$ cat src/axil_pkg.sv
`default_nettype none

package axil_pkg;

	//////////////////////////////////////////////////////////////////////
	// Bus and memory geometry
	//////////////////////////////////////////////////////////////////////

	localparam int addr_w    = 15;
	localparam int data_w    = 32;
	localparam int mem_depth = 256;
	localparam int mem_aw    = $clog2(mem_depth);	// Low part of the bus address

	//////////////////////////////////////////////////////////////////////
	// Bus bundles
	//////////////////////////////////////////////////////////////////////

	// Master to target, 66 bits
	typedef struct packed {
		logic              awvalid;
		logic [addr_w-1:0] awaddr;
		logic              wvalid;
		logic [data_w-1:0] wdata;
		logic              arvalid;
		logic [addr_w-1:0] araddr;
		logic              rready;
	} axil_req_t;

	// Target to master, 36 bits
	typedef struct packed {
		logic              awready;
		logic              wready;
		logic              arready;
		logic [data_w-1:0] rdata;
		logic              rvalid;
	} axil_rsp_t;

	localparam axil_rsp_t rsp_idle = '0;	// Idle or deselected target

	//////////////////////////////////////////////////////////////////////
	// State and select encodings
	//////////////////////////////////////////////////////////////////////

	typedef enum logic [2:0] {
		st_idle           = 3'd0,
		st_read_data      = 3'd1,
		st_read_complete  = 3'd2,
		st_write_data     = 3'd3,
		st_write_complete = 3'd4
	} axil_state_e;

	typedef enum logic [1:0] {
		tgt_none = 2'd0,
		tgt_la   = 2'd1,
		tgt_up   = 2'd2
	} target_e;

	// Word index into a target memory, upper address bits alias
	function automatic logic [mem_aw-1:0] mem_index(input logic [addr_w-1:0] addr);
		return addr[mem_aw-1:0];
	endfunction

endpackage

`default_nettype wire
$ cat src/axil_target_mux.sv
`timescale 1ns/1ps
`default_nettype none

module axil_target_mux import axil_pkg::*; (
	input  target_e   target_sel,
	input  axil_rsp_t la_rsp,
	input  axil_rsp_t up_rsp,
	output logic      la_enable,
	output logic      up_enable,
	output axil_rsp_t rsp
);

	//////////////////////////////////////////////////////////////////////
	// Select decode
	//////////////////////////////////////////////////////////////////////

	// One-hot, or both low for tgt_none
	always_comb begin
		la_enable = 1'b0;
		up_enable = 1'b0;
		case (target_sel)
			tgt_la: begin
				la_enable = 1'b1;
			end
			tgt_up: begin
				up_enable = 1'b1;
			end
			default: begin
			end
		endcase
	end

	//////////////////////////////////////////////////////////////////////
	// Response return path
	//////////////////////////////////////////////////////////////////////

	always_comb begin
		case (target_sel)
			tgt_la: begin
				rsp = la_rsp;
			end
			tgt_up: begin
				rsp = up_rsp;
			end
			default: begin
				rsp = rsp_idle;	// Nobody answers
			end
		endcase
	end

endmodule

`default_nettype wire

$ cat config.mk
export PLATFORM = sky130hd
export DESIGN_NAME = axil_target_mux
export DESIGN_NICKNAME = d
export VERILOG_FILES = /design/src/axil_pkg.sv /design/src/axil_target_mux.sv
export SDC_FILE = /design/constraint.sdc
export NUM_CORES = 1
export LEC_CHECK = 0
export BUFFER_PORTS_ARGS = -buffer_cell sky130_fd_sc_hd__buf_2
export CAP_MARGIN = 20
export CORE_MARGIN = 3
export CORE_UTILIZATION = 33
export DETAILED_ROUTE_END_ITERATION = 12
export PLACE_DENSITY = 0.95
export SYNTH_ARGS = -nofsm -noshare
export SYNTH_HDL_FRONTEND = slang
export SYNTH_SLANG_ARGS = --single-unit
$ cat constraint.sdc
create_clock -name vclk -period 1.71
set_clock_uncertainty 0.2 [all_clocks]
set_input_delay 0 -clock vclk [all_inputs]
set_output_delay 0 -clock vclk [all_outputs]
set_load 0.1 [all_outputs]
==> results_dict.tcl, run 1 <==
set metrics [dict create \
    synthesis.area_um2 737 \
    initial_utilization_pct 36.1 \
    syn_nets 166 \
    syn_inst 89 \
    io_pins 112 \
    tool.error "[ERROR DPL-0038] Utilization greater than 100%, impossible to legalize" \
    portBuffers 112 \
    placementRows 16 \
    yosys_warnings 0 \
    yosys.cell_types.count 8 \
    synth.avg_cell_area_um2 8.28 \
    die_w_um 53.3 \
    die_y_um 53.3 \
    stop_stage "3_5_place_dp" \
    seq_area_frac_synth_pct 0 \
    gp_congestion 0.668 \
    status "stopped before the end" \
]
[metrics by stage]
stage / hold slack [ps] / cell area, µm² / std cells / worst slack (ps)
2_1_floorplan: 105 / 1010 / 89 / 0.933
3_3_place_gp: 215 / 2140 / 222 / 329
[cell usage after synthesis]
cell	count	share of area (%)
buf_6	5	7.6
buf_2	4	2.7
a22oi_1	6	6.1
nor2_1	36	18
a22oi_2	30	51
inv_1	2	1.0
ha_1	3	5.1
buf_12	3	8.1
[cells by family after synthesis]
group	count (synthesis)	share of synthesized area, %
AND/OR/NAND/NOR	36	18.3
AO/OA/AOI/OAI	36	57.0
buffers and inverters	14	19.5
adder cells (fa/ha/maj)	3	5.09
==> run 2: changes to the inputs <==
Settings changed: CORE_AREA set to 3 3 64 66, CORE_MARGIN 3 to unset, CORE_UTILIZATION 33 to unset, DIE_AREA set to 0 0 67 69, PLACE_DENSITY 0.95 to unset, PLACE_DENSITY_LB_ADDON set to 0.15.
==> results_dict.tcl, run 2 <==
set metrics [dict create \
    irDropWorstVdd_uv 266 \
    synthTopCellsByArea "a22oi_2 51%, nor2_1 18%, buf_12 8.1%, buf_6 7.6%, a22oi_1 6.1%" \
    placementRows 22 \
    synth_top_cell_by_area "a22oi_2" \
    finalCritPeriodShare_pct 79.8 \
    synthToLayoutAreaGrowth_pct 194 \
    drt-total-wl_mm 3.24 \
    hold-worst-slack_ps 213 \
    first_iter_violations 11 \
    drtAntennaViolNets 0 \
    tns_ps 0 \
    die_w_um 67 \
    cp.required_ps 1510 \
    maxCapViolCount 0 \
    yosys.cell_types.count 8 \
    core_um2 3630 \
    synthTopCellsByCount "36 x nor2_1, 30 x a22oi_2, 6 x a22oi_1, 5 x buf_6, 4 x buf_2" \
    drtPass1Iterations 3 \
    grt_pass1_wl_mm 5.33 \
    finish.utilization_pct 59.6 \
    pre_cts_ws_ps 337 \
    drive_above_1_share_pct 95.9 \
    seq_cells 0 \
    grt_pass1_vias 1164 \
    p_total_uw 1030 \
    yosys_warnings 0 \
    final-hold-violation-count 0 \
    path_class "in -> out" \
    diodes 0 \
    slew_viol_final 0 \
    holdCritPathClass "in -> out" \
    final-setup-viol-count 0 \
    vias 1090 \
    dp_hpwl_mm 2.84 \
    synthesis.area_um2 737 \
    mostFrequentLayoutCell "buf_2" \
    initial_utilization_pct 20.3 \
    start_kind "input port" \
    nClkBuffers 0 \
    rsz0062_at_grt "false" \
    gp_congestion 0.728 \
    overflow 0 \
    layout_common_cells "74 x buf_2, 42 x buf_12, 36 x nor2_4" \
    synth_top_area_share_pct 50.9 \
    nets 273 \
    syn_inst 89 \
    synth.avg_cell_area_um2 8.28 \
    drc 0 \
    regArea_um2 0 \
    wl_met1_mm 1.04 \
    synthMostInstantiatedCell "nor2_1" \
    power_density_nw_per_um2 476 \
    grt_usage_pct 13.9 \
    via_per_inst 4.50 \
    crit_fanout 14 \
    portBuffers 112 \
    antenna_found_initial 0 \
    end_kind "output port" \
    fin_crit_ps 1370 \
    wl_per_cell_um 13.4 \
    path_cells "buf_2 -> inv_1 -> ha_2 -> buf_4 -> a22oi_1 -> nor2_4 -> buf_12" \
    cpPeakStageDelay_ps 240 \
    die_y_um 69 \
    postCtsHoldBufs 0 \
    leakagePower_uw 0.000841 \
    top_layer "met3" \
    fin_ws_ps 345 \
    io_pins 112 \
    wl_met3_um 339 \
    seq_area_frac_synth_pct 0 \
    relSlewSlack_pct 80.7 \
    cts_resized 0 \
    dr_wl_met2_mm 1.87 \
    slowest_stage "buf_4" \
    cts_setup_buffers 0 \
    dieArea_um2 4620 \
    fill_cells 314 \
    status "finished clean" \
    syn_nets 166 \
    grt_max_degree 38 \
    arrival_ps 1170 \
    fmax_mhz 732 \
    worst_slew_pin_slew_ps 289 \
]
-- run 2: per-stage QoR --
step           cell area [µm²]  instances
2_1_floorplan             1010         89
3_3_place_gp              2170        242
3_5_place_dp              2170        242
4_1_cts                   2170        242
5_1_grt                   2170        242
6_report                  2170        242
-- run 2: cell families after synthesis --
kind of cell | Yosys count | share of synthesized area [%]
and+or+nand+nor | 36 | 18.3
AOI/OAI and AO/OA | 36 | 57.0
buffers and inverters | 14 | 19.5
adders and majority gates | 3 | 5.09
-- run 2: cell type report --
type | count | area (µm²) | area share [%]
inverters | 2 | 7.51 | 0.346
multi-input cells | 75 | 881 | 40.6
well taps | 48 | 60.1 | 2.77
repair buffers | 117 | 1220 | 56.2
-- run 2: critical path: cells and delay by family --
family	cells	cell delay (ps)
adders and majority gates	1	220
AOI/OAI and AO/OA	1	160
and+or+nand+nor	1	130
buffers and inverters	4	640
-- run 2: worst paths after layout --
path / start / slack (ps) / to / depth (start not counted)
hold / removal: la_rsp[5] / 210 / rsp[5] / 4
setup / recovery: target_sel[0] / 340 / rsp[34] / 7
-- run 2: where the power goes --
group          switching [µW]  internal (µW)
Clock                       0              0
Sequential                  0              0
Combinational             651            380
Total                     651            380
-- run 2: layer usage --
layer	GRT usage, %	vias up
li1	-	542
met1	15.0	491
met2	27.6	57
met3	3.26	0
met4	0	0
met5	0	-
(Power assumes the default switching activity.)
==> run 3: changes to the inputs <==
Clock period 1.71 ns to 1.2 ns, I/O delays scaled along.
==> results_dict.tcl, run 3 (synthesis gave the netlist of run 2 again) <==
set metrics [dict create \
    grt_pass1_wl_mm 5.80 \
    fin_crit_ps 1160 \
    arrival_ps 960 \
    layout_common_cells "72 x buf_2, 46 x buf_12, 36 x a22oi_2, 36 x nor2_4, 7 x buf_4" \
    cp.required_ps 1000 \
    end_kind "output port" \
    diodes 0 \
    pre_cts_ws_ps -85.5 \
    fmax_mhz 862 \
    maxCapViolCount 0 \
    drt-total-wl_mm 3.93 \
    via_per_inst 4.72 \
    mostFrequentLayoutCell "buf_2" \
    status "finished clean" \
    portBuffers 112 \
    final_cells 256 \
    dpl.cell_count 249 \
    synthToLayoutAreaGrowth_pct 234 \
    initial_utilization_pct 20.3 \
    dp_hpwl_mm 3.21 \
    drc 0 \
    dieArea_um2 4620 \
    grt_max_degree 18 \
    grt_usage_pct 15.2 \
    tns_ps 0 \
    gp_congestion 0.700 \
    irDropWorstVdd_uv 374 \
    fin_ws_ps 40.2 \
    crit_fanout 8 \
    die_w_um 67 \
    path_class "in -> out" \
    slowest_stage "a22oi_2" \
    drtAntennaViolNets 0 \
    wl_per_cell_um 15.3 \
    postCtsHoldBufs 0 \
    path_cells "buf_12 -> inv_12 -> ha_4 -> clkbuf_16 -> a22oi_2 -> nor2_4 -> buf_12" \
    io_pins 112 \
    vias 1208 \
    regArea_um2 0 \
    antenna_found_initial 0 \
    die_y_um 69 \
    final-hold-violation-count 0 \
    nClkBuffers 0 \
    final-setup-viol-count 0 \
    overflow 0 \
    leakagePower_uw 0.000954 \
    drtPass1Iterations 2 \
    start_kind "input port" \
    fill_cells 279 \
    seq_cells 0 \
    cpPeakStageDelay_ps 230 \
    worst_slew_pin_slew_ps 235 \
    core_um2 3630 \
    finalCritPeriodShare_pct 96.6 \
    nets 287 \
    placementRows 22 \
    holdCritPathClass "in -> out" \
    first_iter_violations 45 \
    relSlewSlack_pct 84.4 \
    power_density_nw_per_um2 652 \
    cpMostUsedCell "buf_12" \
    slew_viol_final 0 \
    drive_above_1_share_pct 100 \
    grt_pass1_vias 1253 \
]
==> run 3: cell types whose count changed in the layout (fill, tap and decap cells not counted), sizes merged <==
cell,delta
buf,+10
clkbuf,+4
==> run 3: repair_timing <==
action	4_1_cts	5_1_grt
hold endpoints to repair	0	0
gates resized for setup	3	16
setup buffers	0	4
pin swaps	9	3
endpoints found under the setup margin	34	31
gates cloned	0	3
==> run 3: worst max-delay path, delay by kind of cell <==
family / cells / cell delay [ps]
buffers and inverters: 4 / 470
AOI/OAI and AO/OA: 1 / 230
adders and majority gates: 1 / 190
and+or+nand+nor: 1 / 60
==> run 3: worst paths after layout <==
path                           from  endpoint  cells after the start
worst max-delay path  target_sel[0]   rsp[19]                      7
worst min-delay path     la_rsp[35]   rsp[35]                      4
==> run 3: final cells by class <==
type | count | area (µm²) | share of cell area [%]
repair buffers | 131 | 1440 | 58.4
inverters | 2 | 32.5 | 1.32
well taps | 48 | 60.1 | 2.44
multi-input cells | 75 | 931 | 37.8
==> run 3: report_power, final <==
group          internal (µW)  switching (µW)  total (µW)  leakage, µW
Sequential                 0               0           0            0
Clock                      0               0           0            0
Combinational            635             970        1600     0.000954
Total                    635             970        1600     0.000954
==> run 3: per-stage QoR <==
step	cell area, µm²	utilization, %	hold slack (ps)	total power, µW
after floorplan	1090	-	44.8	983
after global placement	2290	63.2	231	1530
after detailed placement	2290	63.2	241	1550
after CTS	2300	63.4	237	1560
after global routing	2460	67.8	245	1670
final	2460	67.8	222	1600
==> run 3: per-layer routing <==
| layer | up-vias | track usage [%] | wire length, µm |
|---|---|---|---|
| met4 | 0 | 2.03 | 57 |
| li1 | 565 | - | - |
| met1 | 574 | 16.2 | 1250 |
| met5 | - | 0 | 0 |
| met3 | 6 | 3.58 | 378 |
| met2 | 63 | 29.6 | 2240 |
==> run 4: changes to the inputs <==
Settings changed: REMOVE_ABC_BUFFERS set to 1.
==> results_dict.tcl, run 4 (synthesis gave the netlist of run 2 again) <==
set metrics [dict create \
    rsz0062_at_grt "true" \
    antenna_found_initial 0 \
    start_kind "input port" \
    cp.required_ps 1000 \
    final-hold-violation-count 0 \
    irDropWorstVdd_uv 343 \
    core_um2 3630 \
    overflow 0 \
    seq_cells 0 \
    switchingPower_uw 983 \
    slew_viol_final 0 \
    nClkBuffers 0 \
    swShare_pct 60.4 \
    arrival_ps 1030 \
    synthToLayoutAreaGrowth_pct 230 \
    final-setup-viol-count 21 \
    status "finished, violations left" \
    leakagePower_uw 0.000934 \
    diodes 0 \
    initial_utilization_pct 20.3 \
    end_kind "output port" \
    fmax_mhz 812 \
    drive_above_1_share_pct 99.5 \
    relSlewSlack_pct 81.4 \
    grt_max_degree 29 \
    power_frac_clock_pct 0 \
    portBuffers 112 \
    grt_pass1_wl_mm 6.07 \
    mostFrequentLayoutCell "buf_2" \
    final_cells 253 \
    path_class "in -> out" \
    power_frac_seq_pct 0 \
    use_met3_pct 4.07 \
    finish.utilization_pct 66.9 \
    drtAntennaViolNets 0 \
    dpl.cell_count 246 \
    violations "setup timing" \
    nets 284 \
    dieArea_um2 4620 \
    fill_cells 296 \
    pre_cts_ws_ps -129 \
    intPower_uw 645 \
    regArea_um2 0 \
    cpPeakStageDelay_ps 360 \
    drc 0 \
    crit_fanout 7 \
    fin_ws_ps -31.0 \
    gp_congestion 0.727 \
    p_total_uw 1630 \
    slowest_stage "ha_4" \
    wl_per_cell_um 17.6 \
    maxCapViolCount 0 \
    path_cells "buf_8 -> inv_6 -> buf_6 -> ha_4 -> clkbuf_16 -> nor2_4 -> buf_12" \
    drt-total-wl_mm 4.46 \
    die_w_um 67 \
    fin_crit_ps 1230 \
    hold-worst-slack_ps 220 \
    drtPass1Iterations 2 \
    placementRows 22 \
    holdCritPathClass "in -> out" \
    finalCritPeriodShare_pct 103 \
    grt_pass1_vias 1132 \
    via_per_inst 4.72 \
    worst_slew_pin_slew_ps 279 \
    power_density_nw_per_um2 670 \
    layout_common_cells "72 x buf_2, 43 x buf_12, 36 x nor2_4" \
    grt.met1_usage_pct 17.9 \
    vias 1193 \
    use_met2_pct 31.9 \
    io_pins 112 \
    grt_usage_pct 16.5 \
    first_iter_violations 19 \
    busiest_layer "met2" \
    die_y_um 69 \
    power_frac_comb_pct 100.0 \
]
[run 4: cell types whose count changed in the layout (fill, tap and decap cells not counted), sizes merged]
| cell | previous run | this run |
|---|---|---|
| clkbuf | 4 | 2 |
| buf | 127 | 126 |
[run 4: per-stage QoR]
| stage | setup TNS (ps) | instance area [µm²] |
|---|---|---|
| finish | -514 | 2430 |
| global route | -1190 | 2430 |
| CTS | -607 | 2230 |
| detailed placement | -3570 | 1900 |
| global placement | -2940 | 1900 |
| floorplan | -86520 | 601 |
[run 4: power groups by stage]
stage          registers, µW  logic (µW)  clock network [µW]
4_1_cts                    0        1480                   0
3_5_place_dp               0        1320                   0
6_report                   0        1630                   0
5_1_grt                    0        1680                   0
3_3_place_gp               0        1310                   0
2_1_floorplan              0         749                   0
[run 4: final cells by class]
class / count / area [µm²] / area share, %
timing repair buffer: 128 / 1430 / 58.9
multi-input combinational: 75 / 926 / 38.1
tap: 48 / 60.1 / 2.47
inverter: 2 / 12.5 / 0.515
[run 4: what timing repair did]
item	in CTS	in global routing
cloned	3	3
buffers inserted	3	0
pin swaps	8	29
resized for setup	62	40
setup endpoints to repair	36	36
hold buffers	0	0
[run 4: final timing paths]
kind	from	endpoint	slack (ps)	cells after the start
min	la_rsp[24]	rsp[24]	220	4
max	target_sel[0]	rsp[19]	-30	7
[run 4: per-layer routing]
layer	wire length [µm]	vias up	part of all wire, %
met4	59	0	1.3
met5	0	-	0
met2	2520	68	56
met1	1440	560	32
li1	-	561	-
met3	452	4	10
[run 4: worst max-delay path, delay by kind of cell]
kind          cells  cell delay, ps
fa+ha+maj         1             360
buf+inv           5             600
simple gates      1              50
